<file path="src/cache_pkg.sv">
`default_nettype none

package cache_pkg;

	// word and address geometry of the processor
	localparam int WORD_W = 16;
	localparam int ADDR_W = 16;

	// address layout is {tag, index, offset}
	localparam int TAG_W    = 11;
	localparam int INDEX_W  = 3;
	localparam int OFFSET_W = 2;

	// direct-mapped cache shape
	localparam int LINE_COUNT = 8;
	localparam int LINE_WORDS = 4;

	// line address on the memory bus drops the word offset
	localparam int LINE_ADDR_W = TAG_W + INDEX_W;

	// shared main memory
	localparam int MEM_DEPTH = 256;

	// idle cycles between command accept and the first beat
	localparam int MEM_WAIT = 4;

	// cache controller states
	typedef enum logic [1:0] {
		CS_IDLE,
		CS_WRITEBACK,
		CS_REFILL
	} cache_state_t;

	// line transfer command toward main memory
	typedef enum logic [1:0] {
		MC_NONE,
		MC_READ,
		MC_WRITE
	} mem_cmd_t;

endpackage

`default_nettype wire

</file>
<file path="src/icache.sv">
`timescale 1ns/1ps
`default_nettype none

module icache (
	input  wire                                 clk,
	input  wire                                 reset_n,
	input  wire                                 i_read,
	input  wire [cache_pkg::ADDR_W-1:0]         i_addr,
	output logic [cache_pkg::WORD_W-1:0]        o_data,
	output logic                                o_busy,
	output cache_pkg::mem_cmd_t                 o_mem_cmd,
	output logic [cache_pkg::LINE_ADDR_W-1:0]   o_mem_line_addr,
	input  wire                                 i_mem_beat,
	input  wire [cache_pkg::OFFSET_W-1:0]       i_mem_beat_idx,
	input  wire [cache_pkg::WORD_W-1:0]         i_mem_rdata,
	input  wire                                 i_mem_done
);

	import cache_pkg::*;

	logic [TAG_W-1:0]      tag_q  [LINE_COUNT];
	logic [WORD_W-1:0]     data_q [LINE_COUNT][LINE_WORDS];
	logic [LINE_COUNT-1:0] valid_q;
	cache_state_t          state_q;

	logic [TAG_W-1:0]    addr_tag;
	logic [INDEX_W-1:0]  addr_idx;
	logic [OFFSET_W-1:0] addr_off;
	logic                hit;
	logic                refill_beat;
	logic                refill_done;

	assign addr_tag = i_addr[ADDR_W-1 -: TAG_W];
	assign addr_idx = i_addr[OFFSET_W +: INDEX_W];
	assign addr_off = i_addr[OFFSET_W-1:0];

	// lookup against the indexed line only
	assign hit = valid_q[addr_idx] && (tag_q[addr_idx] == addr_tag);

	assign o_busy = i_read && (!hit || (state_q != CS_IDLE));

	// the held request address names the line being fetched
	assign o_mem_cmd       = (state_q == CS_REFILL) ? MC_READ : MC_NONE;
	assign o_mem_line_addr = {addr_tag, addr_idx};

	assign refill_beat = (state_q == CS_REFILL) && i_mem_beat;
	assign refill_done = (state_q == CS_REFILL) && i_mem_done;

	always_ff @(posedge clk) begin
		if (!reset_n) begin
			state_q <= CS_IDLE;
			valid_q <= '0;
		end else begin
			case (state_q)
				CS_IDLE: begin
					if (i_read && !hit) begin
						state_q <= CS_REFILL;
					end
				end
				CS_REFILL: begin
					// line becomes valid with its last beat
					if (i_mem_done) begin
						valid_q[addr_idx] <= 1'b1;
						state_q           <= CS_IDLE;
					end
				end
				default: begin
					state_q <= CS_IDLE;
				end
			endcase
		end
	end

	always_ff @(posedge clk) begin
		if (refill_beat) begin
			data_q[addr_idx][i_mem_beat_idx] <= i_mem_rdata;
		end
		if (refill_done) begin
			tag_q[addr_idx] <= addr_tag;
		end
	end

	// read word is captured on the completing edge
	always_ff @(posedge clk) begin
		if (i_read && !o_busy) begin
			o_data <= data_q[addr_idx][addr_off];
		end
	end

endmodule

`default_nettype wire

</file>
<file path="config.mk">
export PLATFORM = sky130hd
export DESIGN_NAME = icache
export DESIGN_NICKNAME = d
export VERILOG_FILES = /design/src/cache_pkg.sv /design/src/icache.sv
export SDC_FILE = /design/constraint.sdc
export NUM_CORES = 1
export LEC_CHECK = 0
export BUFFER_PORTS_ARGS = -buffer_cell sky130_fd_sc_hd__buf_2
export CAP_MARGIN = 20
export CORE_ASPECT_RATIO = 1.25
export CORE_UTILIZATION = 40
export CTS_CLUSTER_SIZE = 14
export DETAILED_ROUTE_END_ITERATION = 8
export PLACE_DENSITY = 0.54
export SLEW_MARGIN = 5
export SYNTH_ARGS = -nofsm -noshare
export SYNTH_HDL_FRONTEND = slang
export SYNTH_SLANG_ARGS = --single-unit
</file>
<file path="constraint.sdc">
create_clock -name clk -period 3.8 [get_ports clk]
set_clock_uncertainty 0.1 [all_clocks]
set_input_delay 0.19 -clock clk [delete_from_list [all_inputs] [get_ports clk]]
set_output_delay 0.19 -clock clk [all_outputs]
set_load 0.02 [all_outputs]
</file>
==> results of run 1 <==
cells by family after synthesis:
kind of cell | synth area share [%]
other | 0.0156
DFF | 77.5
muxes | 7.05
AOI/OAI and AO/OA | 9.05
buffers and inverters | 2.20
xor gates and xnor gates | 0.254
and+or+nand+nor | 3.96
sequential cells by signal, summed over array words and instances, names as in the netlist:
signal / flops
state_q: 1
data_q: 512
valid_q: 8
tag_q: 88
o_data: 16
per-stage QoR:
step	util (%)	cell area [um2]	power [mW]	std cells	setup WS [ns]
after floorplan	-	24100	8.16	1391	0.472
after global placement	43.3	25800	8.49	2218	0.536
after detailed placement	43.3	25800	8.50	2218	0.559
after CTS	46.9	27900	14.2	2356	0.370
after global routing	46.9	27900	14.5	2356	0.320
final	46.9	27900	14.1	2356	0.411
critical path: cells and delay by family, from the launching register on:
| family | cells | cell delay [ns] |
|---|---|---|
| xor+xnor | 1 | 0.19 |
| simple gates | 2 | 0.71 |
| compound gates | 1 | 0.31 |
| mux | 2 | 0.72 |
| buf+inv | 1 | 0.16 |
| flops | 1 | 0.39 |
where the power goes:
group          switching, mW  total [mW]  internal (mW)
logic                  0.523       0.771          0.248
clock network           2.57        5.76           3.20
registers            0.00746        7.60           7.60
final cells by class:
class / instances / area (um2)
Fill cell: 5098 / 31600
Sequential cell: 625 / 18700
Multi-Input combinational cell: 661 / 5020
Clock buffer: 68 / 1550
Timing Repair Buffer: 185 / 1370
Tap cell: 765 / 957
Clock inverter: 45 / 320
Inverter: 7 / 26.3
cell usage in the layout (no fill, tap or decap), types with 6 or more instances in the layout:
cell | synthesis | final
edfxtp_1 | 616 | 616
a21oi_1 | 89 | 89
buf_4 | 18 | 85
mux2i_1 | 67 | 67
buf_2 | 35 | 67
nor2_1 | 94 | 66
clkbuf_16 | 0 | 61
a22oi_1 | 50 | 50
nand2_1 | 48 | 48
a221oi_1 | 41 | 41
o21ai_0 | 35 | 35
mux2_2 | 30 | 30
nor2_2 | 0 | 27
mux4_2 | 26 | 26
dlygate4sd3_1 | 0 | 25
nand3_1 | 21 | 21
clkinv_1 | 0 | 19
a22o_1 | 18 | 18
o211ai_1 | 17 | 17
clkinv_2 | 0 | 17
nand4_1 | 10 | 10
o21a_1 | 10 | 10
dfxtp_1 | 9 | 9
o22ai_1 | 8 | 8
a221o_1 | 7 | 7
o221ai_1 | 7 | 7
clkbuf_1 | 34 | 7
a31oi_1 | 6 | 6
xor2_1 | 6 | 6
buf_12 | 1 | 6
worst paths after layout:
check	depth (start not counted)	endpoint
max	7	o_busy
min	1	data_q[7][10]$_DFFE_PP_
max reg2reg	7	o_data[4]$_DFFE_PP_
min reg2reg	1	valid_q[0]$_SDFFE_PN0P_
routing by layer:
layer / GRT usage [%] / vias to the layer above
met4: 8.03 / 2
met5: 0.865 / -
li1: - / 5908
met2: 36.8 / 534
met1: 29.0 / 7112
met3: 3.23 / 110
==> impl_metrics.env, run 1 <==
export IMPL_ys_seq_elements=625
export IMPL_syn_inst=1391
export IMPL_port_buffers=70
export IMPL_synth_nets=1430
export IMPL_arrival_ns=3.10
export IMPL_hp_class="in -> reg"
export IMPL_viasPerCell=5.80
export IMPL_hp_start="i_mem_rdata[10]"
export IMPL_synth_distinct_cells=64
export IMPL_synth_top_area_cell="edfxtp_1"
export IMPL_grt_pass1_vias=13600
export IMPL_grt_pass1_wl_um=96400
export IMPL_fin_crit_sh_pct=89.2
export IMPL_critPathLaunch="tag_q[1][7]$_DFFE_PP_"
export IMPL_powerDensity_nw_per_um2=506
export IMPL_cts_hold_buf=25
export IMPL_cts_sinks=625
export IMPL_synthDominantCellAreaShare_pct=76.7
export IMPL_synth_area_leaders="edfxtp_1 77%, mux2i_1 2.8%, mux4_2 2.4%"
export IMPL_htreeDepth=2
export IMPL_cts_tree="yes"
export IMPL_hold_viol_final=0
export IMPL_vias=13700
export IMPL_grt_total_usage_pct=22.0
export IMPL_start_util_pct=40.5
export IMPL_wl_met3_um=4000
export IMPL_endpoint_kind="output port"
export IMPL_maxSlewHeadroom_pct=34.1
export IMPL_ant_nets=0
export IMPL_r2r_start="tag_q[1][7]$_DFFE_PP_"
export IMPL_dr_pass1_iters=5
export IMPL_synth_area_um2=24100
export IMPL_netlist_top_cells_count="616 x edfxtp_1, 94 x nor2_1, 89 x a21oi_1"
export IMPL_max_freq_mhz=295
export IMPL_gp_congestion=0.824
export IMPL_root_buffer="clkbuf_16"
export IMPL_yosysSeqAreaShare_pct=77.5
export IMPL_p_leak_nw=9.11
export IMPL_num_antenna_cells=0
export IMPL_fp_dieH_um=276
export IMPL_grt_overflow=0
export IMPL_status="completed"
export IMPL_routed_wl_um=67800
export IMPL_cpMaxStageDelayCell="or4_4"
export IMPL_post_cts_buffers=0
export IMPL_tns_ns=0
export IMPL_peakVddDrop_uv=379
export IMPL_drt_met1_wl_um=28200
export IMPL_worstPathRequired_ns=3.51
export IMPL_critical_path_class="reg -> out"
export IMPL_highest_layer="met5"
export IMPL_die_area_um2=61300
export IMPL_ios=72
export IMPL_insertion_delay_ns=0.63
export IMPL_cp_start_kind="flip-flop"
export IMPL_holdWs_ns=0.0159
export IMPL_cap_violations=0
export IMPL_cts_clk_slew_worst_paths_ns=0.06
export IMPL_synth_most_common_cell="edfxtp_1"
export IMPL_clockBufferDepth=3
export IMPL_slowest_delay_ns=0.56
export IMPL_routedWlPerCell_um=28.8
export IMPL_synth_edf_count=616
export IMPL_r2r_setup_slack_ns=0.86
export IMPL_async_flop_share_pct=0
export IMPL_core_area_um2=59600
export IMPL_fp_row_count=100
export IMPL_cp_max_fo=2
export IMPL_ctsResizeCount=0
export IMPL_syn_to_final_growth_pct=15.8
export IMPL_avgSynthCellArea_um2=17.3
export IMPL_final_max_slew_viol_count=0
export IMPL_route_met2_wl_um=33500
export IMPL_rsz0062_at_grt="no"
export IMPL_finalSetupViolations=0
export IMPL_ys_warn_count=0
export IMPL_cts_made_buffers=60
export IMPL_worst_pin_slew_ns=0.988
export IMPL_worstPathCellList="mux4_1 -> mux2i_1 -> xor2_1 -> nand2_1 -> or4_4 -> o31a_1 -> buf_2"
export IMPL_fin_nets=1579
export IMPL_dp_hpwl_um=40300
export IMPL_antenna_found_initial=1
export IMPL_synth_ff_type="edfxtp_1"
export IMPL_period_needed_ns=3.39
export IMPL_grt_max_degree=45
export IMPL_drive_above_1_share_pct=21.8
export IMPL_drtIter0Drc=1369
export IMPL_drc=0
export IMPL_dieWidth_um=222
Note: power is estimated with default switching activity, not from simulation.
==> run 2: changes to the inputs <==
CAP_MARGIN = default   (was 20)
CORE_UTILIZATION = 46   (was 40)
PLACE_DENSITY = 0.61   (was 0.54)
==> impl_metrics.env, run 2 (synthesis gave the netlist of run 1 again) <==
export IMPL_cts_tree="yes"
export IMPL_top_register="data_q"
export IMPL_reg2reg_depth=7
export IMPL_critPathLaunch="tag_q[1][2]$_DFFE_PP_"
export IMPL_routedWlPerCell_um=29.4
export IMPL_largest_reg_flops=512
export IMPL_ios=72
export IMPL_whs_endpoint="data_q[1][47]$_DFFE_PP_"
export IMPL_peakVddDrop_uv=381
export IMPL_fin_nets=1558
export IMPL_syn_to_final_growth_pct=14.0
export IMPL_slowest_delay_ns=0.57
export IMPL_post_cts_buffers=0
export IMPL_finalPower_mw=13.8
export IMPL_grt_total_usage_pct=25.0
export IMPL_grt_pass1_wl_um=94300
export IMPL_status="complete, but fails checks"
export IMPL_start_util_pct=46.7
export IMPL_dp_cells=2110
export IMPL_r2r_start="tag_q[1][2]$_DFFE_PP_"
export IMPL_grt_overflow=0
export IMPL_period_needed_ns=3.30
export IMPL_finalNonFillerCells=2232
export IMPL_grt_max_degree=65
export IMPL_drtIter0Drc=1532
export IMPL_hold_depth=1
export IMPL_drive_above_1_share_pct=20.8
export IMPL_rsz0062_at_grt="no"
export IMPL_violations="DRC"
export IMPL_dr_pass1_iters=9
export IMPL_vias=13700
export IMPL_cp_num_buf_inv=1
export IMPL_fp_row_count=93
export IMPL_viasPerCell=6.14
export IMPL_final_cell_mix="616 x edfxtp_1, 89 x a21oi_1, 77 x buf_4"
export IMPL_multi_input_area_um2=5010
export IMPL_cpMaxStageDelayCell="or4_4"
export IMPL_top_regs="data_q x512, tag_q x88, o_data x16"
export IMPL_tns_ns=0
export IMPL_regArea_um2=18700
export IMPL_endpoint_kind="output port"
export IMPL_hp_start="i_mem_rdata[15]"
export IMPL_critical_path_class="reg -> out"
export IMPL_hold_viol_final=0
export IMPL_cts_clk_slew_worst_paths_ns=0.06
export IMPL_powerDensity_nw_per_um2=501
export IMPL_final_max_slew_viol_count=0
export IMPL_r2r_end="o_data[6]$_DFFE_PP_"
export IMPL_grt_pass1_vias=13700
export IMPL_ant_nets=0
export IMPL_layout_commonest_cell="edfxtp_1"
export IMPL_cp_max_fo=2
export IMPL_core_area_um2=51700
export IMPL_port_buffers=70
export IMPL_insertion_delay_ns=0.61
export IMPL_path_delay_family="multiplexers"
export IMPL_dp_hpwl_um=38500
export IMPL_htreeDepth=2
export IMPL_root_buffer="clkbuf_16"
export IMPL_dieWidth_um=207
export IMPL_fin_crit_sh_pct=86.7
export IMPL_worstPathRequired_ns=3.51
export IMPL_gp_congestion=0.857
export IMPL_cap_violations=0
export IMPL_cts_sinks=625
export IMPL_p_leak_nw=8.93
export IMPL_die_area_um2=53300
export IMPL_worstPathCellList="mux4_1 -> mux2i_1 -> xor2_1 -> nand2_1 -> or4_4 -> o31a_1 -> buf_2"
export IMPL_max_freq_mhz=303
export IMPL_holdWs_ns=0.0330
export IMPL_routed_wl_um=65700
export IMPL_antenna_found_initial=1
export IMPL_n_fill_cell=4176
export IMPL_arrival_ns=3.01
export IMPL_clockBufferDepth=3
export IMPL_cts_made_buffers=57
export IMPL_hp_class="in -> reg"
export IMPL_worst_pin_slew_ns=0.902
export IMPL_ctsResizeCount=0
export IMPL_cp_start_kind="flip-flop"
export IMPL_fp_dieH_um=258
export IMPL_r2r_setup_slack_ns=0.81
export IMPL_drc=12
export IMPL_finalSetupViolations=0
export IMPL_maxSlewHeadroom_pct=39.9
run 2: changes by cell type in the layout (fill, tap and decap cells not counted), moves of 4 or more:
| cell | previous run | this run |
|---|---|---|
| clkinv_1 | 19 | 12 |
| clkbuf_16 | 61 | 57 |
| clkbuf_1 | 7 | 18 |
| clkinv_2 | 17 | 11 |
| dlygate4sd3_1 | 25 | 15 |
| buf_4 | 85 | 77 |
run 2: worst max-delay path by stage:
stage	end	slack, ns	cells after the start
floorplan	o_data[0]$_DFFE_PP_	0.47	8
global placement	o_data[8]$_DFFE_PP_	0.56	9
detailed placement	o_data[11]$_DFFE_PP_	0.50	9
CTS	o_busy	0.49	7
global route	o_busy	0.44	7
finish	o_busy	0.50	7
run 2: timing repair:
action | in CTS | in global routing
hold endpoints to repair | 105 | 0
setup endpoints to repair | 0 | 0
hold buffers | 15 | 0
run 2: metrics by stage:
stage / instance area (um2) / worst slack [ns] / utilization (%)
2_1_floorplan: 24100 / 0.472 / -
3_3_place_gp: 25600 / 0.562 / 49.6
3_5_place_dp: 25600 / 0.502 / 49.6
4_1_cts: 27500 / 0.490 / 53.2
5_1_grt: 27500 / 0.444 / 53.2
6_report: 27500 / 0.504 / 53.2
run 2: final cells by class:
type | count | area share, %
Multi-Input combinational cell | 661 | 18.2
Inverter | 7 | 0.0956
Antenna cell | 1 | 0.00911
Tap cell | 665 | 3.03
Clock buffer | 77 | 5.54
Clock inverter | 29 | 0.747
Timing Repair Buffer | 167 | 4.39
Sequential cell | 625 | 68.0
run 2: metal layers:
layer | global-route usage (%) | part of all wire (%) | up-vias | routed length [um]
li1 | - | - | 5867 | -
met1 | 32.2 | 38 | 7054 | 25200
met2 | 42.0 | 50 | 628 | 33000
met3 | 3.32 | 6.8 | 144 | 4440
met4 | 11.1 | 4.7 | 2 | 3070
met5 | 0 | 0.017 | - | 11
run 2: power breakdown:
group / internal, mW / leakage (nW) / switching, mW / total, mW
clock: 2.94 / 0.847 / 2.45 / 5.39
sequential: 7.60 / 5.61 / 0.00772 / 7.60
combinational: 0.243 / 2.47 / 0.525 / 0.768
total: 10.8 / 8.93 / 2.98 / 13.8
