**src/cache_pkg.sv**
```systemverilog
`default_nettype none

package cache_pkg;

	// word and address geometry of the processor
	localparam int WORD_W = 16;
	localparam int ADDR_W = 16;

	// address layout is {tag, index, offset}
	localparam int TAG_W    = 11;
	localparam int INDEX_W  = 3;
	localparam int OFFSET_W = 2;

	// direct-mapped cache shape
	localparam int LINE_COUNT = 8;
	localparam int LINE_WORDS = 4;

	// line address on the memory bus drops the word offset
	localparam int LINE_ADDR_W = TAG_W + INDEX_W;

	// shared main memory
	localparam int MEM_DEPTH = 256;

	// idle cycles between command accept and the first beat
	localparam int MEM_WAIT = 4;

	// cache controller states
	typedef enum logic [1:0] {
		CS_IDLE,
		CS_WRITEBACK,
		CS_REFILL
	} cache_state_t;

	// line transfer command toward main memory
	typedef enum logic [1:0] {
		MC_NONE,
		MC_READ,
		MC_WRITE
	} mem_cmd_t;

endpackage

`default_nettype wire

```
**src/mem_arbiter.sv**
```systemverilog
`timescale 1ns/1ps
`default_nettype none

module mem_arbiter (
	input  wire                                 clk,
	input  wire                                 reset_n,
	input  wire cache_pkg::mem_cmd_t            i_ic_cmd,
	input  wire [cache_pkg::LINE_ADDR_W-1:0]    i_ic_line_addr,
	output logic                                o_ic_beat,
	output logic                                o_ic_done,
	input  wire cache_pkg::mem_cmd_t            i_dc_cmd,
	input  wire [cache_pkg::LINE_ADDR_W-1:0]    i_dc_line_addr,
	input  wire [cache_pkg::WORD_W-1:0]         i_dc_wdata,
	output logic                                o_dc_beat,
	output logic                                o_dc_done,
	output cache_pkg::mem_cmd_t                 o_mem_cmd,
	output logic [cache_pkg::LINE_ADDR_W-1:0]   o_mem_line_addr,
	output logic [cache_pkg::WORD_W-1:0]        o_mem_wdata,
	input  wire                                 i_mem_beat,
	input  wire [cache_pkg::OFFSET_W-1:0]       i_mem_beat_idx,
	input  wire [cache_pkg::WORD_W-1:0]         i_mem_rdata,
	input  wire                                 i_mem_done,
	output logic [cache_pkg::OFFSET_W-1:0]      o_beat_idx,
	output logic [cache_pkg::WORD_W-1:0]        o_rdata
);

	import cache_pkg::*;

	logic gnt_ic_q;
	logic gnt_dc_q;

	// grant is locked for a whole line, data side wins a tie
	always_ff @(posedge clk) begin
		if (!reset_n) begin
			gnt_ic_q <= 1'b0;
			gnt_dc_q <= 1'b0;
		end else if (gnt_ic_q || gnt_dc_q) begin
			if (i_mem_done) begin
				gnt_ic_q <= 1'b0;
				gnt_dc_q <= 1'b0;
			end
		end else if (i_dc_cmd != MC_NONE) begin
			gnt_dc_q <= 1'b1;
		end else if (i_ic_cmd != MC_NONE) begin
			gnt_ic_q <= 1'b1;
		end
	end

	always_comb begin
		if (gnt_dc_q) begin
			o_mem_cmd       = i_dc_cmd;
			o_mem_line_addr = i_dc_line_addr;
		end else if (gnt_ic_q) begin
			o_mem_cmd       = i_ic_cmd;
			o_mem_line_addr = i_ic_line_addr;
		end else begin
			o_mem_cmd       = MC_NONE;
			o_mem_line_addr = '0;
		end
	end

	// only the data cache ever writes
	assign o_mem_wdata = i_dc_wdata;

	assign o_ic_beat = gnt_ic_q && i_mem_beat;
	assign o_ic_done = gnt_ic_q && i_mem_done;
	assign o_dc_beat = gnt_dc_q && i_mem_beat;
	assign o_dc_done = gnt_dc_q && i_mem_done;

	assign o_beat_idx = i_mem_beat_idx;
	assign o_rdata    = i_mem_rdata;

endmodule

`default_nettype wire

```
**config.mk**
```make
export PLATFORM = sky130hd
export DESIGN_NAME = mem_arbiter
export DESIGN_NICKNAME = d
export VERILOG_FILES = /design/src/cache_pkg.sv /design/src/mem_arbiter.sv
export SDC_FILE = /design/constraint.sdc
export NUM_CORES = 1
export LEC_CHECK = 0
export BUFFER_PORTS_ARGS = -buffer_cell sky130_fd_sc_hd__buf_2
export CAP_MARGIN = 0
export CORE_AREA = 2 2 53 55
export CTS_CLUSTER_DIAMETER = 150
export DETAILED_ROUTE_END_ITERATION = 8
export DIE_AREA = 0 0 55 57
export PLACE_DENSITY = 0.8
export SYNTH_ARGS = -nofsm -noshare
export SYNTH_HDL_FRONTEND = slang
export SYNTH_SLANG_ARGS = --single-unit
```
**constraint.sdc**
```tcl
create_clock -name clk -period 1.2 [get_ports clk]
set_input_delay 0 -clock clk [delete_from_list [all_inputs] [get_ports clk]]
set_output_delay 0 -clock clk [all_outputs]
set_load 0.1 [all_outputs]
```
==> out/qor.yml, run 1 <==
powerDensity_mw_per_mm2: 1060
synth.top_cell.area_share_pct: 47.7
ff_latch_area_um2: 42.5
critPathArrivalTime_ns: 1.20
hpwl_um: 1660
cts.sinks: 2
maxCapViolations: 0
yosys.cell_count.top_type: "buf_4"
yosys_register_bits: 2
via_per_inst: 4.64
vias: 575
synth_top_cell_by_area: "buf_4"
cp_max_fo: 13
synth_edf_count: 0
async_flop_share_pct: 0
ios: 124
port_buffers: 55
cts_max_path_buffers: 2
routedWlPerCell_um: 16.3
place_ws_ns: 0.159
ys_warn_count: 0
ys_types: 14
hold_viol: 0
min_path_type: "primary input to output port"
h-tree-depth: 1
setup_viol: 2
die_y_um: 57
grt_pass1_wl_um: 2550
p_comb_share_pct: 78.1
tightest_slew_ns: 0.168
internal_power_uw: 509
outcome: "complete, but fails checks"
syn-num-nets: 139
cp-start-kind: "flip-flop"
synthCells: 69
antenna_found_initial: 0
first_iter_violations: 2
clock_power_share_pct: 14.5
rsz0062_at_grt: "true"
switching_share_pct: 52.6
wl_um: 2020
hold_buffers: 0
final_antenna_net_count: 0
area_growth_pct: 79.0
crit_path_end_kind: "output port"
clockRootBuffer: "clkbuf_4"
post-route-drc-count: 0
violations: "setup timing"
leakagePower_uw: 0.000486
grt-ovfl-total: 0
avgSynthCellArea_um2: 8.21
firstDrtPassIters: 2
grt_pass1_vias: 569
peakVddDrop_v: 0.000543
power.total_uw: 1080
gp_congestion: 0.548
crit_type: "flip-flop to output port"
multiInputGateArea_um2: 285
skew_ns: 0.00371
fp.coreArea_mm2: 0.00262
n_fill_cell: 262
die_area_mm2: 0.00314
finish.net_count: 165
ys_seq_area_share_pct: 7.06
numCtsBuffers: 3
start_util_pct: 21.7
relSlewSlack_pct: 88.8
drive_above_1_share_pct: 89.2
fin_crit_ns: 1.20
path_clk_slew_ns: 0.03
final.setup.worst_slack_ns: -0.00173
cts_tree: "built"
std_cell_rows: 19
die_w_um: 55
layout_worst_path_cycle_share_pct: 100
netlist_area_um2: 567
clk_latency_ns: 0.23
fmax_ghz: 0.832
yosys-top-cells-area: "buf_4 (48%), a22o_1 (25%), dfxtp_1 (7.1%)"
seqPwrFrac_pct: 7.4
gr-usage-all-layers_pct: 11.4
power_switching_uw: 566
synthFlopType: "dfxtp_1"
netlist_top_cells_count: "buf_4 (36), a22o_1 (16), and2_1 (4)"
grt_max_degree: 21
crit_required_ns: 1.20
slew_viol_final: 0
fin_hold_ws_ns: 0.0000439
antenna_cells: 0
[final cells by class]
cell class	count	share of cell area, %
clock buffers	3	2.22
multi-input cells	29	28.1
flip-flops and latches	2	4.19
well taps	31	3.82
repair buffers	59	61.7
[metal layers]
metal	routed length [µm]	global-route usage, %	vias up
met3	339	4.45	2
li1	-	-	257
met1	567	9.00	263
met5	0	0	-
met4	6	3.48	0
met2	1110	23.5	53
[power groups by stage]
| stage | clock network [µW] | registers (µW) | logic [µW] |
|---|---|---|---|
| after global routing | 170 | 80.0 | 865 |
| after CTS | 167 | 78.7 | 841 |
| after floorplan | 0 | 78.3 | 1040 |
| final | 156 | 79.2 | 840 |
| after global placement | 0 | 77.7 | 813 |
| after detailed placement | 0 | 77.9 | 816 |
[per-stage QoR]
stage	cell area, µm²	setup TNS (ns)	cells	util (%)
CTS	1010	-0.143	124	38.7
global placement	937	0	120	35.8
detailed placement	937	0	120	35.8
global route	1010	-0.601	124	38.8
finish	1010	-0.00230	124	38.8
floorplan	589	0	69	-
[state kept, by name (all words and copies together) (netlist names)]
| register | flops |
|---|---|
| gnt_ic_q | 1 |
| gnt_dc_q | 1 |
[worst max-delay path, cell delays in order (launching register included)]
cell and delay, ns:
dfxtp_2 0.31, nor2b_4 0.13, buf_12 0.14, a22o_2 0.23
buf_12 0.17
[kinds of logic (layout without fill, tap and decap cells)]
group                  Yosys count  after routing  synth area share [%]
AO/OA/AOI/OAI                   19             19                  28.5
buffers and inverters           38             62                  53.2
flip-flops                       2              2                  7.06
AND/OR/NAND/NOR                 10             10                  11.3
[what timing repair did]
| item | in CTS | in global routing |
|---|---|---|
| setup endpoints to repair | 18 | 18 |
| pin swaps | 0 | 0 |
| buffers inserted | 1 | 0 |
| gates resized for setup | 8 | 1 |
[cells in the final DEF, fill, tap and decap left out, types with 2 or more instances in the layout]
master    netlist  layout
clkbuf_4        0       3
and2_1          4       2
and2_2          0       2
buf_12          1      21
dfxtp_2         0       2
a22o_4          0       5
nor2_1          2       2
buf_2           0      35
a22o_2          0      11
buf_4          36       2
[path summary, 6_finish.rpt]
kind,start,end,slack [ns],cells past startpoint
hold reg to reg,gnt_ic_q$_SDFFE_PN0P_,gnt_ic_q$_SDFFE_PN0P_,0.62,3
setup reg to reg,gnt_dc_q$_SDFFE_PN0P_,gnt_ic_q$_SDFFE_PN0P_,0.27,4
hold / removal,i_dc_wdata[11],o_mem_wdata[11],0.00004,0
setup / recovery,gnt_ic_q$_SDFFE_PN0P_,o_mem_line_addr[12],-0.002,4
Note: power is estimated with default switching activity, not from simulation.
==> inputs of run 2 (changes only) <==
TNS_END_PERCENT = 50   (was not set)
==> out/qor.yml, run 2 (synthesis results as in run 1) <==
vias: 600  # was 575
hpwl_um: 1480  # was 1660 µm
grt_pass1_vias: 557  # was 569
layout_worst_path_cycle_share_pct: 101  # was 100%
die_w_um: 55  # unchanged
drive_above_1_share_pct: 83.0  # was 89.2%
wl_um: 1890  # was 2020 µm
cts.sinks: 2  # unchanged
finalNonFillerCells: 125  # was 124
post_dp_cell_area_um2: 906  # was 937 µm²
first_iter_violations: 7  # was 2
critPathArrivalTime_ns: 1.22  # was 1.20 ns
violations: "setup timing"  # unchanged
numCtsBuffers: 3  # unchanged
finish.net_count: 166  # was 165
grt-ovfl-total: 0  # unchanged
antenna_found_initial: 0  # unchanged
cp-start-kind: "flip-flop"  # unchanged
cp_max_fo: 14  # was 13
ios: 124  # unchanged
start_util_pct: 21.7  # unchanged
clk_latency_ns: 0.22  # was 0.23 ns
h-tree-depth: 1  # unchanged
cts_tree: "built"  # unchanged
place_ws_ns: 0.0584  # was 0.159 ns
grt_max_degree: 21  # unchanged
grt_pass1_wl_um: 2250  # was 2550 µm
final_antenna_net_count: 0  # unchanged
fp.coreArea_mm2: 0.00262  # unchanged
fmax_ghz: 0.822  # was 0.832 GHz
post-route-drc-count: 0  # unchanged
min_path_type: "primary input to output port"  # unchanged
layout_commonest_cell: "buf_2"  # unchanged
dp_cells: 119  # was 120
crit_path_end_kind: "output port"  # unchanged
gp_congestion: 0.586  # was 0.548
cts_max_path_buffers: 2  # unchanged
hold_viol: 0  # unchanged
power.total_uw: 1050  # was 1080 µW
std_cell_rows: 19  # unchanged
postLayoutCellArea_um2: 996  # was 0.00101 mm²
skew_ns: 0.00108  # was 0.00371 ns
tightest_slew_ns: 0.171  # was 0.168 ns
slew_viol_final: 0  # unchanged
gr-usage-all-layers_pct: 10.1  # was 11.4%
area_growth_pct: 75.7  # was 79.0%
leakagePower_uw: 0.000476  # was 0.000486 µW
outcome: "complete, but fails checks"  # unchanged
clockRootBuffer: "clkbuf_4"  # unchanged
rsz0062_at_grt: "true"  # unchanged
r2r_cells: 4  # unchanged
final_cell_mix: "buf_2 (35), buf_12 (21), a22o_2 (9)"  # was buf_2 (35), buf_12 (21), a22o_2 (11)
fin_crit_ns: 1.22  # was 1.20 ns
path_clk_slew_ns: 0.03  # about the same
crit_required_ns: 1.20  # about the same
peakVddDrop_v: 0.000822  # was 0.000543 V
die_y_um: 57  # unchanged
antenna_cells: 0  # unchanged
relSlewSlack_pct: 88.6  # was 88.8%
setup_viol: 10  # was 2
powerDensity_mw_per_mm2: 1060  # about the same
firstDrtPassIters: 4  # was 2
routedWlPerCell_um: 15.1  # was 16.3 µm
reg_top3: "gnt_dc_q (1), gnt_ic_q (1)"  # unchanged
final.setup.worst_slack_ns: -0.0169  # was -0.00173 ns
crit_type: "flip-flop to output port"  # unchanged
die_area_mm2: 0.00314  # unchanged
port_buffers: 55  # unchanged
hold-path-cell-count: 0  # unchanged
maxCapViolations: 0  # unchanged
via_per_inst: 4.80  # was 4.64
run 2: cell types whose count changed in the layout (fill, tap and decap cells not counted):
cell and delta:
buf_8 -1, buf_6 +1, buf_4 +1, and2_2 -2, and2_1 +2, a22o_1 +4
a22o_4 -2, a22o_2 -2
run 2: area by class of cell:
| cell class | instances | area [µm²] |
|---|---|---|
| timing repair buffer | 60 | 629 |
| tap | 31 | 38.8 |
| multi-input combinational | 29 | 263 |
| clock buffer | 3 | 22.5 |
| fill | 265 | 1620 |
| sequential | 2 | 42.5 |
run 2: repair_timing:
action	CTS	global route
gates resized for setup	2	6
endpoints found under the setup margin	18	18
cloned	0	1
hold buffers	0	0
pin swaps	3	2
buffers inserted	2	0
run 2: report_power, final:
part           total (µW)  leakage, µW  switching (µW)  internal, µW
Clock                 144    0.0000138            33.7           110
Combinational         831     0.000445             513           318
Sequential           80.3    0.0000172            6.74          73.6
Total                1050     0.000476             553           501
run 2: worst paths after layout:
check                                           start                     to  slack (ns)
worst max-delay path            gnt_ic_q$_SDFFE_PN0P_    o_mem_line_addr[11]       -0.02
worst min-delay path                   i_mem_rdata[6]             o_rdata[6]     0.00004
worst max register to register  gnt_dc_q$_SDFFE_PN0P_  gnt_dc_q$_SDFFE_PN0P_        0.22
worst min register to register  gnt_ic_q$_SDFFE_PN0P_  gnt_ic_q$_SDFFE_PN0P_        0.61
run 2: metal layers:
| layer | up-vias | GRT usage, % | routed length, µm |
|---|---|---|---|
| li1 | 262 | - | - |
| met1 | 271 | 6.44 | 564 |
| met2 | 59 | 21.1 | 1010 |
| met3 | 8 | 2.88 | 288 |
| met4 | 0 | 6.97 | 26 |
| met5 | - | 0 | 0 |
run 2: critical path: stages (launching register included):
cell and delay [ns]:
dfxtp_2 0.32, nor2b_4 0.16, buf_12 0.15, a22o_1 0.18, buf_12 0.18
run 2: per-stage QoR:
stage,hold WS (ns),utilization [%],setup TNS (ns)
6_report,0.0000439,38.1,-0.0714
5_1_grt,0.000148,38.1,-0.452
4_1_cts,0.000681,36.7,-0.273
3_5_place_dp,0.000681,34.6,0
3_3_place_gp,0.000681,34.6,0
2_1_floorplan,0.140,-,-1.69
==> inputs of run 3 (changes only) <==
CELL_PAD_IN_SITES_DETAIL_PLACEMENT = 0   (was not set)
CELL_PAD_IN_SITES_GLOBAL_PLACEMENT = 1   (was not set)
CORE_AREA = 2 2 72 74   (was 2 2 53 55)
DIE_AREA = 0 0 74 76   (was 0 0 55 57)
PLACE_DENSITY = 0.78   (was 0.8)
==> out/qor.yml, run 3 (synthesis results as in run 1) <==
cts_max_path_buffers: 2  # unchanged
hold_buffers: 0  # unchanged
clk_latency_ns: 0.21  # was 0.22 ns
r2r-end: "gnt_dc_q$_SDFFE_PN0P_"  # unchanged
antenna_cells: 0  # unchanged
die_w_um: 74  # was 55 µm
final_antenna_net_count: 0  # unchanged
max_stage_delay_ns: 0.31  # was 0.32 ns
area_growth_pct: 89.8  # was 75.7%
gp_congestion: 0.649  # was 0.586
leakagePower_uw: 0.000491  # was 0.000476 µW
crit_buf_inv: 2  # unchanged
r2r_cells: 4  # unchanged
hpwl_um: 1410  # was 1480 µm
cp_max_fo: 8  # was 14
fp.coreArea_mm2: 0.00491  # was 0.00262 mm²
std_cell_rows: 26  # was 19
vias: 563  # was 600
outcome: "finished, final reports clean"  # was complete, but fails checks
min_path_type: "primary input to output port"  # unchanged
cts_tree: "built"  # unchanged
fin_crit_ns: 1.19  # was 1.22 ns
die_y_um: 76  # was 57 µm
fmax_ghz: 0.839  # was 0.822 GHz
crit_type: "flip-flop to output port"  # unchanged
gr-usage-all-layers_pct: 5.99  # was 10.1%
critPathArrivalTime_ns: 1.19  # was 1.22 ns
reg_top3: "gnt_dc_q (1), gnt_ic_q (1)"  # unchanged
numCtsBuffers: 3  # unchanged
rr_startpoint: "gnt_dc_q$_SDFFE_PN0P_"  # unchanged
grt_pass1_wl_um: 2550  # was 2250 µm
hold-path-cell-count: 0  # unchanged
grt_pass1_vias: 555  # was 557
grt_max_degree: 21  # unchanged
ios: 124  # unchanged
crit_chain: "nor2b_4, buf_8, a22o_1, buf_12"  # was nor2b_4, buf_12, a22o_1, buf_12
clockRootBuffer: "clkbuf_8"  # was clkbuf_4
slowest_stage: "dfxtp_2"  # unchanged
layout_commonest_cell: "buf_2"  # unchanged
rsz0062_at_grt: "true"  # unchanged
critPathTopFamily: "buffers and inverters"  # unchanged
holdPathEnd: "o_rdata[10]"  # was o_rdata[6]
drive_above_1_share_pct: 84.9  # was 83.0%
via_per_inst: 3.45  # was 4.80
crit_path_end_kind: "output port"  # unchanged
cp-start-kind: "flip-flop"  # unchanged
finish.net_count: 165  # was 166
antenna_found_initial: 0  # unchanged
routedWlPerCell_um: 10.6  # was 15.1 µm
wl_um: 1720  # was 1890 µm
final_cell_mix: "buf_2 (35), buf_12 (20), a22o_2 (9)"  # was buf_2 (35), buf_12 (21), a22o_2 (9)
h-tree-depth: 1  # unchanged
peakVddDrop_v: 0.000419  # was 0.000822 V
relSlewSlack_pct: 87.6  # was 88.6%
port_buffers: 55  # unchanged
post-route-drc-count: 0  # unchanged
powerDensity_mw_per_mm2: 1100  # was 1060 mW/mm²
slew_viol_final: 0  # unchanged
cts.sinks: 2  # unchanged
path_clk_slew_ns: 0.03  # about the same
r2r_setup_slack_ns: 0.28  # was 0.22 ns
tightest_slew_ns: 0.186  # was 0.171 ns
post_cts.repair.setup_buffers: 0  # was 2
grt-ovfl-total: 0  # unchanged
setup_viol: 0  # was 10
maxCapViolations: 0  # unchanged
power.total_uw: 1180  # was 1050 µW
firstDrtPassIters: 2  # was 4
n_fill_cell: 530  # was 265
crit_required_ns: 1.20  # about the same
skew_ns: 0.00101  # was 0.00108 ns
tns_ns: 0  # was -0.0714 ns
first_iter_violations: 9  # was 7
start_util_pct: 11.5  # was 21.7%
die_area_mm2: 0.00562  # was 0.00314 mm²
hold_viol: 0  # unchanged
layout_worst_path_cycle_share_pct: 99.4  # was 101%
hp-start: "i_mem_rdata[10]"  # was i_mem_rdata[6]
[run 3: power by group]
part	internal (µW)	leakage, µW	switching, µW
clock	212	0.0000216	56.7
combinational	322	0.000452	514
sequential	73.5	0.0000172	5.34
[run 3: area by class of cell]
type                       instances  area (µm²)  area share [%]
multi-input combinational         29         280            26.0
timing repair buffer              59         624            58.0
tap                               70        87.6            8.14
clock buffer                       3        41.3            3.84
sequential                         2        42.5            3.95
[run 3: per-stage QoR]
| step | utilization (%) | hold slack, ns | cell area, µm² | std cells | setup slack [ns] |
|---|---|---|---|---|---|
| 4_1_cts | 20.9 | 0.000681 | 1030 | 163 | -0.0286 |
| 5_1_grt | 21.9 | 0.000143 | 1080 | 163 | -0.0715 |
| 6_report | 21.9 | 0.0000332 | 1080 | 163 | 0.00742 |
| 3_5_place_dp | 19.7 | 0.000681 | 970 | 160 | 0.133 |
| 3_3_place_gp | 19.7 | 0.000681 | 970 | 160 | 0.141 |
| 2_1_floorplan | - | 0.140 | 578 | 69 | -0.262 |
[run 3: worst max-delay path by stage]
stage	start	end	slack, ns	cells after the start
floorplan	gnt_ic_q$_SDFFE_PN0P_	o_mem_line_addr[9]	-0.26	4
global placement	gnt_dc_q$_SDFFE_PN0P_	o_mem_line_addr[10]	0.14	3
detailed placement	gnt_dc_q$_SDFFE_PN0P_	o_mem_line_addr[10]	0.13	3
CTS	gnt_ic_q$_SDFFE_PN0P_	o_mem_line_addr[10]	-0.03	4
global route	gnt_ic_q$_SDFFE_PN0P_	o_mem_line_addr[12]	-0.07	4
finish	gnt_ic_q$_SDFFE_PN0P_	o_mem_line_addr[12]	0.007	4
[run 3: repair_timing]
action                                  CTS  global route
gates resized for setup                   6             6
pin swaps                                 3             4
endpoints found under the setup margin   18            16
hold endpoints to repair                  0             0
[run 3: routing by layer]
layer / global-route usage (%) / up-vias / part of all wire, % / wire length [µm]
met4: 4.91 / 0 / 4.3 / 74
met5: 0 / - / 0 / 0
li1: - / 256 / - / -
met3: 1.72 / 16 / 11 / 192
met1: 4.49 / 241 / 34 / 577
met2: 11.6 / 50 / 51 / 877
