File: src/cache_pkg.sv
`default_nettype none

package cache_pkg;

	// word and address geometry of the processor
	localparam int WORD_W = 16;
	localparam int ADDR_W = 16;

	// address layout is {tag, index, offset}
	localparam int TAG_W    = 11;
	localparam int INDEX_W  = 3;
	localparam int OFFSET_W = 2;

	// direct-mapped cache shape
	localparam int LINE_COUNT = 8;
	localparam int LINE_WORDS = 4;

	// line address on the memory bus drops the word offset
	localparam int LINE_ADDR_W = TAG_W + INDEX_W;

	// shared main memory
	localparam int MEM_DEPTH = 256;

	// idle cycles between command accept and the first beat
	localparam int MEM_WAIT = 4;

	// cache controller states
	typedef enum logic [1:0] {
		CS_IDLE,
		CS_WRITEBACK,
		CS_REFILL
	} cache_state_t;

	// line transfer command toward main memory
	typedef enum logic [1:0] {
		MC_NONE,
		MC_READ,
		MC_WRITE
	} mem_cmd_t;

endpackage

`default_nettype wire

File: src/dcache.sv
`timescale 1ns/1ps
`default_nettype none

module dcache (
	input  wire                                 clk,
	input  wire                                 reset_n,
	input  wire                                 i_read,
	input  wire                                 i_write,
	input  wire [cache_pkg::ADDR_W-1:0]         i_addr,
	input  wire [cache_pkg::WORD_W-1:0]         i_wdata,
	output logic [cache_pkg::WORD_W-1:0]        o_rdata,
	output logic                                o_busy,
	output cache_pkg::mem_cmd_t                 o_mem_cmd,
	output logic [cache_pkg::LINE_ADDR_W-1:0]   o_mem_line_addr,
	output logic [cache_pkg::WORD_W-1:0]        o_mem_wdata,
	input  wire                                 i_mem_beat,
	input  wire [cache_pkg::OFFSET_W-1:0]       i_mem_beat_idx,
	input  wire [cache_pkg::WORD_W-1:0]         i_mem_rdata,
	input  wire                                 i_mem_done
);

	import cache_pkg::*;

	logic [TAG_W-1:0]      tag_q  [LINE_COUNT];
	logic [WORD_W-1:0]     data_q [LINE_COUNT][LINE_WORDS];
	logic [LINE_COUNT-1:0] valid_q;
	logic [LINE_COUNT-1:0] dirty_q;
	cache_state_t          state_q;

	logic [TAG_W-1:0]    addr_tag;
	logic [INDEX_W-1:0]  addr_idx;
	logic [OFFSET_W-1:0] addr_off;
	logic                req;
	logic                hit;
	logic                victim_dirty;
	logic                access;
	logic                refill_beat;
	logic                refill_done;

	assign addr_tag = i_addr[ADDR_W-1 -: TAG_W];
	assign addr_idx = i_addr[OFFSET_W +: INDEX_W];
	assign addr_off = i_addr[OFFSET_W-1:0];

	assign req          = i_read || i_write;
	assign hit          = valid_q[addr_idx] && (tag_q[addr_idx] == addr_tag);
	assign victim_dirty = valid_q[addr_idx] && dirty_q[addr_idx];

	assign o_busy = req && (!hit || (state_q != CS_IDLE));

	// completing edge of a read or write hit
	assign access = req && !o_busy;

	always_comb begin
		case (state_q)
			CS_WRITEBACK: o_mem_cmd = MC_WRITE;
			CS_REFILL:    o_mem_cmd = MC_READ;
			default:      o_mem_cmd = MC_NONE;
		endcase
	end

	// write-back targets the victim's stored tag, refill the requested one
	assign o_mem_line_addr = (state_q == CS_WRITEBACK) ? {tag_q[addr_idx], addr_idx}
	                                                   : {addr_tag, addr_idx};

	// victim word for whichever beat memory is on
	assign o_mem_wdata = data_q[addr_idx][i_mem_beat_idx];

	assign refill_beat = (state_q == CS_REFILL) && i_mem_beat;
	assign refill_done = (state_q == CS_REFILL) && i_mem_done;

	always_ff @(posedge clk) begin
		if (!reset_n) begin
			state_q <= CS_IDLE;
			valid_q <= '0;
			dirty_q <= '0;
		end else begin
			case (state_q)
				CS_IDLE: begin
					if (req && !hit) begin
						if (victim_dirty) begin
							state_q <= CS_WRITEBACK;
						end else begin
							state_q <= CS_REFILL;
						end
					end else if (i_write && hit) begin
						dirty_q[addr_idx] <= 1'b1;
					end
				end
				CS_WRITEBACK: begin
					// memory now holds the victim, fetch the new line next
					if (i_mem_done) begin
						dirty_q[addr_idx] <= 1'b0;
						state_q           <= CS_REFILL;
					end
				end
				CS_REFILL: begin
					if (i_mem_done) begin
						valid_q[addr_idx] <= 1'b1;
						dirty_q[addr_idx] <= 1'b0;
						state_q           <= CS_IDLE;
					end
				end
				default: begin
					state_q <= CS_IDLE;
				end
			endcase
		end
	end

	// line words come from refill beats or from a write hit
	always_ff @(posedge clk) begin
		if (refill_beat) begin
			data_q[addr_idx][i_mem_beat_idx] <= i_mem_rdata;
		end else if (access && i_write) begin
			data_q[addr_idx][addr_off] <= i_wdata;
		end
		if (refill_done) begin
			tag_q[addr_idx] <= addr_tag;
		end
	end

	always_ff @(posedge clk) begin
		if (access && i_read) begin
			o_rdata <= data_q[addr_idx][addr_off];
		end
	end

endmodule

`default_nettype wire

File: config.mk
export PLATFORM = sky130hd
export DESIGN_NAME = dcache
export DESIGN_NICKNAME = d
export VERILOG_FILES = /design/src/cache_pkg.sv /design/src/dcache.sv
export SDC_FILE = /design/constraint.sdc
export NUM_CORES = 1
export LEC_CHECK = 0
export BUFFER_PORTS_ARGS = -buffer_cell sky130_fd_sc_hd__clkbuf_2
export CORE_AREA = 2 2 196 236
export DETAILED_ROUTE_END_ITERATION = 7
export DIE_AREA = 0 0 198 238
export PLACE_DENSITY = 0.74
export SLEW_MARGIN = 20
export SYNTH_ARGS = -nofsm -noshare
export SYNTH_HDL_FRONTEND = slang
export SYNTH_SLANG_ARGS = --single-unit
File: constraint.sdc
create_clock -name clk -period 7.57 [get_ports clk]
set_input_delay 0.757 -clock clk [delete_from_list [all_inputs] [get_ports clk]]
set_output_delay 0.757 -clock clk [all_outputs]
set_load 0.005 [all_outputs]
==> metrics.csv, run 1 <==
stage,metric,value,unit
sta,Finish-stage setup viols,0,
worst_setup_path,Crit path arrival time,5480,ps
power,internal power,5.70,mW
worst_setup_path,CP Class,in2reg,
worst_setup_path,Worst Path Max Fanout,31,
sta,Final TNS setup,0,ps
cts,CTS hold repair buffers,0,
sta,Rel. slew slack,0.237,
power,worst vdd ir,194,uV
die,Die Span Y,238,um
die,I/O pin count,105,
sta,final critical-path share of the clock period,0.691,
yosys,syn_area_per_cell,17.7,um2
final_layout,"most common cell after layout, fill and taps aside",edfxtp_1,
worst_setup_path,CP peak stage delay,1110,ps
worst_setup_path,WP buf/inv,2,
worst_setup_path,r2r startpoint,tag_q[7][5],
power,combinational fraction of design power,0.064,
power,Net Sw Frac,0.216,
yosys,Post-synth top flop,edfxtp_1,
die,row count,85,
power,Clock power frac,0.403,
yosys,Syn Nets,1488,
yosys,asr flop ratio synth,0,
yosys,Yosys reg bits,634,
cts,CTS max path bufs,3,
place,Port Buffer Count,104,
routing,vias post-DR,14500,
place,routability cong.,0.884,
die,Core Region,44800,um2
power,power per standard cell area,256,nW/um2
sta,clock skew,39.5,ps
worst_setup_path,CP endpoint kind,flip-flop,
yosys,"Seq/Total Area, Yosys",0.746,
outcome,status,"complete, no violations",
worst_setup_path,CP max stage cell,a21oi_2,
yosys,Yosys Warn Count,0,
run,max-cap viol count,0,
cts,Skew-Pair Late Insertion Delay,640,ps
routing,Post-Route WL,64.7,mm
global_route,vias in the first global route,14100,
die,Initial Util,0.565,
yosys,mapped cell area,25300,um2
final_layout,layout cell share with drive strength beyond 1,0.224,
global_route,GRT Overall Usage,0.279,
sta,Worst Tran Pin Value,1140,ps
power,Sequential Power Share,0.533,
yosys,synthesized instance count,1428,
sta,unrepaired setup endpoints after global routing,false,
cts,TritonCTS clock tree,done,
place,DP HPWL,41.9,mm
worst_setup_path,crit path cell chain,clkbuf_2 > buf_4 > mux2i_1 > a22oi_1 > and3b_1 > nor4_1 > and4_1 > nand4_4 > a21oi_2,
routing,drt via density,6.69,
die,Die X,198,um
yosys,count of cell types in the netlist,55,
worst_setup_path,CP startpoint kind,input port,
min_path,worst hold path class,in2reg,
final_layout,Nets,1570,
worst_setup_path,CP top delay family,simple AND/OR/NAND/NOR gates,
final_layout,Area Growth Syn to Fin,12.1,%
yosys,Post-synth EDFFs,616,
min_path,Worst Hold Launch,i_addr[8],
routing,ANT nets after route,0,
sta,fmax,191,MHz
worst_setup_path,Critical Path RT,7830,ps
die,die area,47100,um2
routing,post-DR wirelength/cell,29.9,um
cts,TritonCTS Buffers,56,
final_layout,most frequent cells in the layout,"edfxtp_1 (616), a22oi_1 (271), clkbuf_2 (104)",
cts,CTS Root Cell,clkbuf_16,
sta,Final Hold Viols,0,
global_route,grt ovf,0,
routing,Initial DRC Count,1895,
routing,DRT Pass-1 Iters,6,
cts,"CTS clk-pin slew, worst paths",60,ps
sta,crit path time final,5230,ps
sta,fin. max-slew vios,0,
power,switching pwr,1.57,mW
power,Leakage Power,9.15,nW
cts,clock sink total,634,
global_route,initial antenna violation count,5,
cts,Max H-tree Level,2,
routing,drt drc,0,
cts,"Setup Fix Bufs, Post-CTS",0,
cts,post_cts resized,0,
worst_setup_path,Critical Path Source,i_addr[2],
sta,Worst Hold Slack,431,ps
global_route,first-pass GRT wire length,94.0,mm
global_route,pin count of the biggest net entering global routing,68,
==> final timing paths <==
path / slack [ps] / to / depth (start not counted)
setup reg to reg: 3110 / data_q[5][46] / 7
hold reg to reg: 470 / valid_q[2] / 1
setup / recovery: 2340 / data_q[5][46] / 9
hold / removal: 430 / tag_q[6][3] / 1
==> routing by layer <==
| metal | routed length [um] | vias up | track usage |
|---|---|---|---|
| met5 | 12 | - | 0 |
| met4 | 2490 | 2 | 0.102 |
| met3 | 7240 | 146 | 0.0645 |
| met2 | 30800 | 922 | 0.441 |
| met1 | 24100 | 7319 | 0.384 |
| li1 | - | 6103 | - |
==> per-stage QoR <==
stage	cell area [um2]	setup WS, ps	std cells	total power [mW]	utilization
2_1_floorplan	25300	3640	1428	4.21	-
3_3_place_gp	26400	1960	2061	4.39	0.590
3_5_place_dp	26400	1780	2061	4.40	0.590
4_1_cts	28300	2400	2164	7.27	0.632
5_1_grt	28400	2200	2164	7.43	0.633
6_report	28400	2340	2166	7.27	0.633
==> kinds of logic after synthesis <==
group / count (synthesis) / synth area share
buffers and inverters: 105 / 0.0203
AOI/OAI and AO/OA: 355 / 0.0998
adders and majority gates: 4 / 0.00198
and+or+nand+nor: 182 / 0.0419
muxes: 141 / 0.0873
DFF: 634 / 0.746
xor gates and xnor gates: 7 / 0.00317
==> Yosys cell counts, drive strengths merged (2+ instances only) <==
library cell  count  area share
and3b             2     0.00069
nand2b            3     0.00074
and2              4     0.00099
nor3b             3     0.00089
inv               5     0.00074
mux4             40       0.036
ha                4      0.0020
a31oi            10      0.0025
o21a             10      0.0030
mux2             70       0.038
clkbuf           56      0.0083
nor4              2     0.00049
and4              3      0.0010
a22oi           271       0.080
nor2b             7      0.0017
nand4            70       0.020
nand3             5     0.00099
nand2            26      0.0039
mux2i            31       0.013
xnor2             4      0.0014
nor2             35      0.0053
or3               2     0.00049
o21ai            11      0.0022
nor3              8      0.0016
a21oi            43      0.0085
and3              4     0.00099
buf              44       0.011
xor2              3      0.0018
nand3b            4      0.0012
edfxtp          616        0.73
dfxtp            18       0.014
a21boi            3     0.00089
==> power by group through the flow <==
stage	registers, mW	logic, mW	clock network (mW)
after floorplan	3.95	0.259	0
after global placement	3.95	0.444	0
after global routing	3.87	0.487	3.07
after CTS	3.87	0.456	2.94
after detailed placement	3.95	0.453	0
final	3.87	0.465	2.93
==> area by class of cell <==
| cell class | instances | area [um2] |
|---|---|---|
| flip-flops and latches | 634 | 18900 |
| fillers | 3077 | 16400 |
| multi-input cells | 689 | 6150 |
| clock buffers | 68 | 1450 |
| well taps | 609 | 762 |
| repair buffers | 124 | 683 |
| clock inverters | 35 | 437 |
| inverters | 5 | 18.8 |
| diodes | 2 | 5.00 |
==> sequential cells by signal, indices dropped and copies added (netlist names), named ones only <==
| name | count |
|---|---|
| data_q | 512 |
| o_rdata | 16 |
| state_q | 2 |
| tag_q | 88 |
| valid_q | 8 |
Note: power is estimated with default switching activity, not from simulation.
==> run 2, diff against run 1 <==
--- a/config.mk
+++ b/config.mk
@@ -5,10 +5,11 @@
 export SDC_FILE = /design/constraint.sdc
 export NUM_CORES = 1
 export LEC_CHECK = 0
+export ABC_AREA = 1
 export BUFFER_PORTS_ARGS = -buffer_cell sky130_fd_sc_hd__clkbuf_2
-export CORE_AREA = 2 2 196 236
+export CORE_AREA = 2 2 201 243
 export DETAILED_ROUTE_END_ITERATION = 7
-export DIE_AREA = 0 0 198 238
+export DIE_AREA = 0 0 203 245
 export PLACE_DENSITY = 0.74
 export SLEW_MARGIN = 20
 export SYNTH_ARGS = -nofsm -noshare
==> constraint.sdc (replaced) <==
create_clock -name clk -period 4.8 [get_ports clk]
set_input_delay 0.48 -clock clk [delete_from_list [all_inputs] [get_ports clk]]
set_output_delay 0.48 -clock clk [all_outputs]
set_load 0.005 [all_outputs]
==> run 2 against run 1 <==
Against the previous run:
- utilization fell by 1.4 points
- critical path depth rose by 2
- register-to-register slack got worse by 1700 ps
- clock skew fell by 6.7 ps
- non-clock buffer count rose by 64
- sequential share of layout area fell by 2.4 points
- total power rose by 63%
- via count rose by 24%
- largest power group unchanged
==> metrics.csv, run 2 <==
stage,metric,value,unit,change
yosys,post-synthesis cell type with the largest combined area,edfxtp_1,,
final_layout,ANT cells,0,,-2
yosys,count of cell types in the netlist,33,,-40%
sta,final worst slack,665,ps,-1680 ps
yosys,Yosys Warn Count,0,,unchanged
final_layout,Fillers,3531,,+15%
global_route,vias in the first global route,17400,,+23%
sta,Final Hold Viols,0,,unchanged
yosys,syn_area_per_cell,12.4,um2,-30%
cts,CTS max path bufs,3,,unchanged
outcome,status,"complete, no violations",,
cts,TritonCTS Buffers,59,,+5.4%
die,Die X,203,um,+2.5%
routing,Initial DRC Count,2158,,+14%
routing,drt drc,0,,unchanged
global_route,GR Util met2,0.489,,+0.0483
routing,drt via density,6.18,,-7.6%
yosys,Yosys top cell area share,0.718,,-0.0133
sta,Finish-stage setup viols,0,,unchanged
cts,post_cts resized,0,,unchanged
worst_setup_path,CP startpoint kind,input port,,
yosys,synthesized instance count,2080,,+46%
sta,crit path time final,4140,ps,
worst_setup_path,Worst Path Max Fanout,25,,-19%
yosys,Post-synth EDFFs,616,,unchanged
power,worst vdd ir,328,uV,+69%
cts,clock sink total,634,,unchanged
cts,Max H-tree Level,2,,unchanged
final_layout,Area Growth Syn to Fin,14.1,%,
worst_setup_path,CP endpoint kind,output port,,
yosys,"count leader, synth",nand2_1,,
global_route,GRT busiest layer,met2,,
yosys,mapped cell area,25800,um2,+1.9%
final_layout,area occupied by multi-input gates,6070,um2,-1.3%
final_layout,Nets,2281,,+45%
yosys,Post-synth top flop,edfxtp_1,,
die,I/O pin count,105,,unchanged
min_path,worst hold path class,in2reg,,
place,routability cong.,0.943,,+6.7%
routing,DRT Pass-1 Iters,6,,unchanged
sta,Worst Tran Pin Value,1110,ps,-30.0 ps
sta,unrepaired setup endpoints after global routing,false,,
power,Leakage Power,10.7,nW,+17%
die,Initial Util,0.543,,-0.0220
routing,ANT nets after route,0,,unchanged
sta,fin. max-slew vios,0,,unchanged
global_route,pin count of the biggest net entering global routing,56,,-18%
final_layout,max FFs per register,512,,unchanged
yosys,Post-synth top cells,"nand2_1 (678), edfxtp_1 (616), inv_1 (116)",,
cts,"CTS clk-pin slew, worst paths",60,ps,about the same
final_layout,biggest regs,"data_q: 512 flops, tag_q: 88 flops, o_rdata: 16 flops",,
place,Setup WS pre-CTS,806,ps,-974 ps
global_route,met1 Use GR,0.380,,-0.00411
run,max-cap viol count,0,,unchanged
cts,"Setup Fix Bufs, Post-CTS",0,,unchanged
worst_setup_path,CP Class,in2out,,
yosys,Yosys reg bits,634,,unchanged
worst_setup_path,Crit path arrival time,3660,ps,-1820 ps
final_layout,"non-filler cells, final",2900,,+34%
place,Port Buffer Count,104,,unchanged
yosys,"Seq/Total Area, Yosys",0.732,,-0.0136
yosys,synth top area cells,"edfxtp_1 (72%), nand2_1 (9.9%), nand4_1 (2.4%)",,
global_route,grt ovf,0,,unchanged
die,row count,88,,+3.5%
sta,Rel. slew slack,0.252,,+0.0150
die,Die Span Y,245,um,+2.9%
worst_setup_path,Critical Path RT,4320,ps,-3510 ps
routing,vias post-DR,17900,,+24%
cts,TritonCTS clock tree,done,,
routing,Post-Route WL,76.0,mm,+17%
global_route,initial antenna violation count,2,,-3
power,power per standard cell area,402,nW/um2,+57%
cts,CTS Root Cell,clkbuf_16,,
sta,fmax,242,MHz,
place,post-placement cell count,2790,,+35%
yosys,Syn Nets,2140,,+44%
final_layout,layout cell share with drive strength beyond 1,0.146,,-0.0782
routing,post-DR wirelength/cell,26.2,um,-12%
final_layout,post-layout util,0.620,,-0.0138
final_layout,most frequent cells in the layout,"nand2_1 (678), edfxtp_1 (616), nand3_1 (113)",,
die,Core Region,47500,um2,+6.0%
final_layout,"most common cell after layout, fill and taps aside",nand2_1,,
cts,CTS hold repair buffers,0,,unchanged
power,Overall Power,11.8,mW,+63%
yosys,asr flop ratio synth,0,,unchanged
global_route,GRT Overall Usage,0.305,,+0.0260
final_layout,Sequential Area,18900,um2,unchanged
sta,clock skew,32.8,ps,-6.72 ps
cts,Skew-Pair Late Insertion Delay,660,ps,+20 ps
final_layout,Top reg by flops,data_q,,
place,DP HPWL,48.2,mm,+15%
sta,final critical-path share of the clock period,0.862,,
global_route,global routing usage on met3,0.0795,,+0.0151
die,die area,49700,um2,+5.5%
global_route,first-pass GRT wire length,111,mm,+18%
worst_setup_path,R2R Setup Slk,1450,ps,-1660 ps
sta,Final TNS setup,0,ps,unchanged
run 2: changes by cell type after synthesis, moves of 28 or more:
| cell | delta |
|---|---|
| a221oi_1 | +50 |
| a22o_1 | +45 |
| a22oi_1 | -201 |
| inv_1 | +111 |
| mux2_4 | -48 |
| mux2i_1 | -28 |
| mux4_2 | -40 |
| nand2_1 | +652 |
| nand3_1 | +108 |
| nand4_1 | +33 |
| nor2_1 | +28 |
run 2: logic make-up (layout without fill, tap and decap cells):
family	Yosys count	in the layout	synth area share
adder cells (fa/ha/maj)	4	4	0.00194
AO/OA/AOI/OAI	246	246	0.0695
AND/OR/NAND/NOR	965	965	0.159
buffers and inverters	231	421	0.0381
flip-flops	634	634	0.732
run 2: routing by layer:
| metal | part of all wire | vias to the layer above |
|---|---|---|
| met5 | 0.00089 | - |
| met3 | 0.13 | 290 |
| met1 | 0.34 | 8574 |
| li1 | - | 7781 |
| met4 | 0.062 | 4 |
| met2 | 0.47 | 1273 |
run 2: stage by stage:
step / hold WS [ps] / area (um2)
6_report: 161 / 29400
2_1_floorplan: 440 / 25800
4_1_cts: 137 / 29400
3_5_place_dp: 467 / 27400
3_3_place_gp: 452 / 27400
5_1_grt: 160 / 29400
run 2: worst paths after layout:
check | end | start | cells after the start
hold / removal | tag_q[7][1] | i_addr[6] | 1
setup reg to reg | data_q[7][41] | tag_q[2][6] | 13
setup / recovery | o_mem_wdata[9] | i_addr[2] | 11
hold reg to reg | valid_q[4] | valid_q[4] | 2
run 2: final cells by class:
cell class | count | share of cell area
sequential | 634 | 0.641
clock buffer | 76 | 0.0537
inverter | 123 | 0.0157
multi-input combinational | 1215 | 0.206
tap | 630 | 0.0268
clock inverter | 34 | 0.0134
timing repair buffer | 188 | 0.0426
run 2: critical path: stages:
cell	delay, ps
clkbuf_2	100
inv_2	170
buf_4	260
nand2_1	560
inv_2	320
buf_4	320
a221oi_1	400
nand4_1	420
nand2_1	150
nand4_1	250
clkbuf_2	200
run 2: report_power, final:
| group | leakage (nW) | internal [mW] | switching [mW] |
|---|---|---|---|
| Sequential | 5.69 | 6.11 | 0.0133 |
| Combinational | 4.07 | 0.221 | 0.667 |
| Clock | 0.961 | 2.75 | 2.04 |
| Total | 10.7 | 9.09 | 2.73 |
==> run 3, diff against run 2 <==
--- a/config.mk
+++ b/config.mk
@@ -7,10 +7,10 @@
 export LEC_CHECK = 0
 export ABC_AREA = 1
 export BUFFER_PORTS_ARGS = -buffer_cell sky130_fd_sc_hd__clkbuf_2
-export CORE_AREA = 2 2 201 243
+export CORE_AREA = 2 2 245 199
 export DETAILED_ROUTE_END_ITERATION = 7
-export DIE_AREA = 0 0 203 245
-export PLACE_DENSITY = 0.74
+export DIE_AREA = 0 0 247 201
+export PLACE_DENSITY = 0.75
 export SLEW_MARGIN = 20
 export SYNTH_ARGS = -nofsm -noshare
 export SYNTH_HDL_FRONTEND = slang
==> run 3 against run 2 <==
Against the previous run:
- critical path depth increased by 4
- non-clock buffer count down 3
- highest routed layer is now met4
- clock power rose by 3%
- global-route usage shrank 0.98 points
- largest power group unchanged
- sequential cell count unchanged
- register-to-register slack lost 240 ps
- total power is 1.1% higher
- worst hold slack improved by 18 ps
==> metrics.csv, run 3 (synthesis gave the netlist of run 2 again) <==
stage,metric,value,unit,change
outcome,status,"complete, no violations",,
routing,ANT nets after route,0,,unchanged
routing,DRT Pass-1 Iters,7,,+1
cts,Max H-tree Level,2,,unchanged
global_route,GRT Overall Usage,0.296,,-0.00982
power,Leakage Power,10.7,nW,about the same
cts,TritonCTS Buffers,58,,-1.7%
global_route,pin count of the biggest net entering global routing,62,,+11%
sta,Worst Tran Pin Value,1110,ps,-7.62 ps
cts,clock sink total,634,,unchanged
final_layout,Fillers,3469,,-1.8%
sta,Final TNS setup,0,ps,unchanged
power,Overall Power,11.9,mW,+1.1%
routing,Initial DRC Count,2805,,+30%
die,Die Span Y,201,um,-18%
worst_setup_path,RR Endpoint,data_q[1][63],,
place,routability cong.,0.975,,+3.4%
die,I/O pin count,105,,unchanged
global_route,met1 Use GR,0.419,,+0.0389
die,Die X,247,um,+22%
run,max-cap viol count,0,,unchanged
final_layout,Nets,2277,,-0.18%
global_route,global routing usage on met3,0.0766,,-0.00292
routing,post-DR wirelength/cell,25.2,um,-3.9%
global_route,grt ovf,0,,unchanged
sta,Finish-stage setup viols,0,,unchanged
routing,vias post-DR,17900,,-0.061%
routing,drt via density,6.19,,+0.11%
sta,unrepaired setup endpoints after global routing,false,,
final_layout,layout cell share with drive strength beyond 1,0.150,,+0.00379
global_route,vias in the first global route,17000,,-1.9%
global_route,GRT busiest layer,met2,,
place,DP HPWL,47.7,mm,-1.1%
global_route,GR Util met2,0.434,,-0.0547
worst_setup_path,r2r startpoint,tag_q[2][6],,
final_layout,"most common cell after layout, fill and taps aside",nand2_1,,
die,die area,49600,um2,-0.18%
power,worst vdd ir,356,uV,+8.3%
cts,CTS hold repair buffers,0,,unchanged
worst_setup_path,CP startpoint kind,input port,,
global_route,first-pass GRT wire length,107,mm,-3.1%
power,power per standard cell area,406,nW/um2,+1.0%
final_layout,Top reg by flops,data_q,,
sta,final critical-path share of the clock period,0.837,,-0.0249
worst_setup_path,Crit path arrival time,3540,ps,-120 ps
place,Port Buffer Count,104,,unchanged
final_layout,area occupied by multi-input gates,6070,um2,unchanged
sta,Final Hold Viols,0,,unchanged
final_layout,max FFs per register,512,,unchanged
cts,TritonCTS clock tree,done,,
final_layout,Sequential Area,18900,um2,unchanged
place,post-placement cell count,2786,,-0.14%
routing,drt drc,0,,unchanged
cts,CTS max path bufs,3,,unchanged
sta,Rel. slew slack,0.261,,+0.00832
final_layout,ANT cells,0,,unchanged
routing,Post-Route WL,72.9,mm,-4.0%
die,Initial Util,0.543,,about the same
cts,"CTS clk-pin slew, worst paths",60,ps,about the same
final_layout,most frequent cells in the layout,"nand2_1 (678), edfxtp_1 (616), nand3_1 (113)",,
worst_setup_path,R2R Setup Slk,1210,ps,-240 ps
sta,Worst Hold Slack,179,ps,+18.3 ps
worst_setup_path,Critical Path RT,4320,ps,about the same
cts,"Setup Fix Bufs, Post-CTS",0,,unchanged
worst_setup_path,worst setup path endpoint,o_mem_wdata[13],,
final_layout,biggest regs,"data_q: 512 flops, tag_q: 88 flops, o_rdata: 16 flops",,
sta,final worst slack,784,ps,+119 ps
worst_setup_path,Worst Path Max Fanout,28,,+12%
cts,CTS Root Cell,clkbuf_16,,
sta,fin. max-slew vios,0,,unchanged
final_layout,Area Growth Syn to Fin,14.2,%,about the same
die,Core Region,47500,um2,about the same
worst_setup_path,Critical Path Source,i_addr[3],,
global_route,initial antenna violation count,0,,-2
final_layout,"non-filler cells, final",2895,,-0.17%
die,row count,72,,-18%
min_path,worst hold path class,in2reg,,
cts,post_cts resized,0,,unchanged
sta,clock skew,40.8,ps,+8.01 ps
worst_setup_path,CP endpoint kind,output port,,
worst_setup_path,CP Class,in2out,,
sta,fmax,249,MHz,+3.0%
worst_setup_path,R2R cell count,12,,-1
place,Setup WS pre-CTS,569,ps,-237 ps
sta,crit path time final,4020,ps,-119 ps
cts,Skew-Pair Late Insertion Delay,660,ps,about the same
[run 3: critical path: stages]
cell,delay (ps)
clkbuf_2,300
inv_2,160
nor2_4,310
nand2_1,100
buf_4,230
inv_2,490
buf_4,420
buf_4,230
nand2_1,70
nand2_1,70
nor2_1,50
nand4_1,110
nand2_1,70
nand4_1,250
clkbuf_2,180
[run 3: per-layer routing]
layer / share of wire / vias to the layer above
met5: 0 / -
met4: 0.048 / 0
met3: 0.14 / 231
met2: 0.44 / 1290
met1: 0.37 / 8619
li1: - / 7771
[run 3: how the worst min path moves through the flow]
| stage | startpoint | slack [ps] | endpoint | cells past startpoint |
|---|---|---|---|---|
| 6_report | i_addr[11] | 180 | tag_q[4][6] | 1 |
| 5_1_grt | i_addr[11] | 190 | tag_q[4][6] | 1 |
| 4_1_cts | i_addr[11] | 160 | tag_q[4][6] | 1 |
| 3_5_place_dp | valid_q[1] | 460 | valid_q[1] | 1 |
| 3_3_place_gp | valid_q[1] | 450 | valid_q[1] | 1 |
| 2_1_floorplan | valid_q[3] | 440 | valid_q[3] | 2 |
[run 3: area by class of cell]
type                            instances  area share
Sequential cell                       634       0.641
Clock buffer                           64      0.0504
Tap cell                              629      0.0267
Clock inverter                         45      0.0194
Multi-Input combinational cell       1215       0.206
Inverter                              123      0.0157
Timing Repair Buffer                  185      0.0405
[run 3: stage by stage]
stage,utilization,instance area (um2)
after detailed placement,0.576,27400
after global routing,0.620,29400
after floorplan,-,25800
after global placement,0.576,27400
final,0.620,29400
after CTS,0.620,29400
[run 3: report_power, final]
group          leakage [nW]  internal [mW]  switching (mW)  total (mW)
sequential             5.69           6.11          0.0139        6.13
combinational          4.04          0.219           0.658       0.877
clock                 0.982           2.84            2.10        4.94
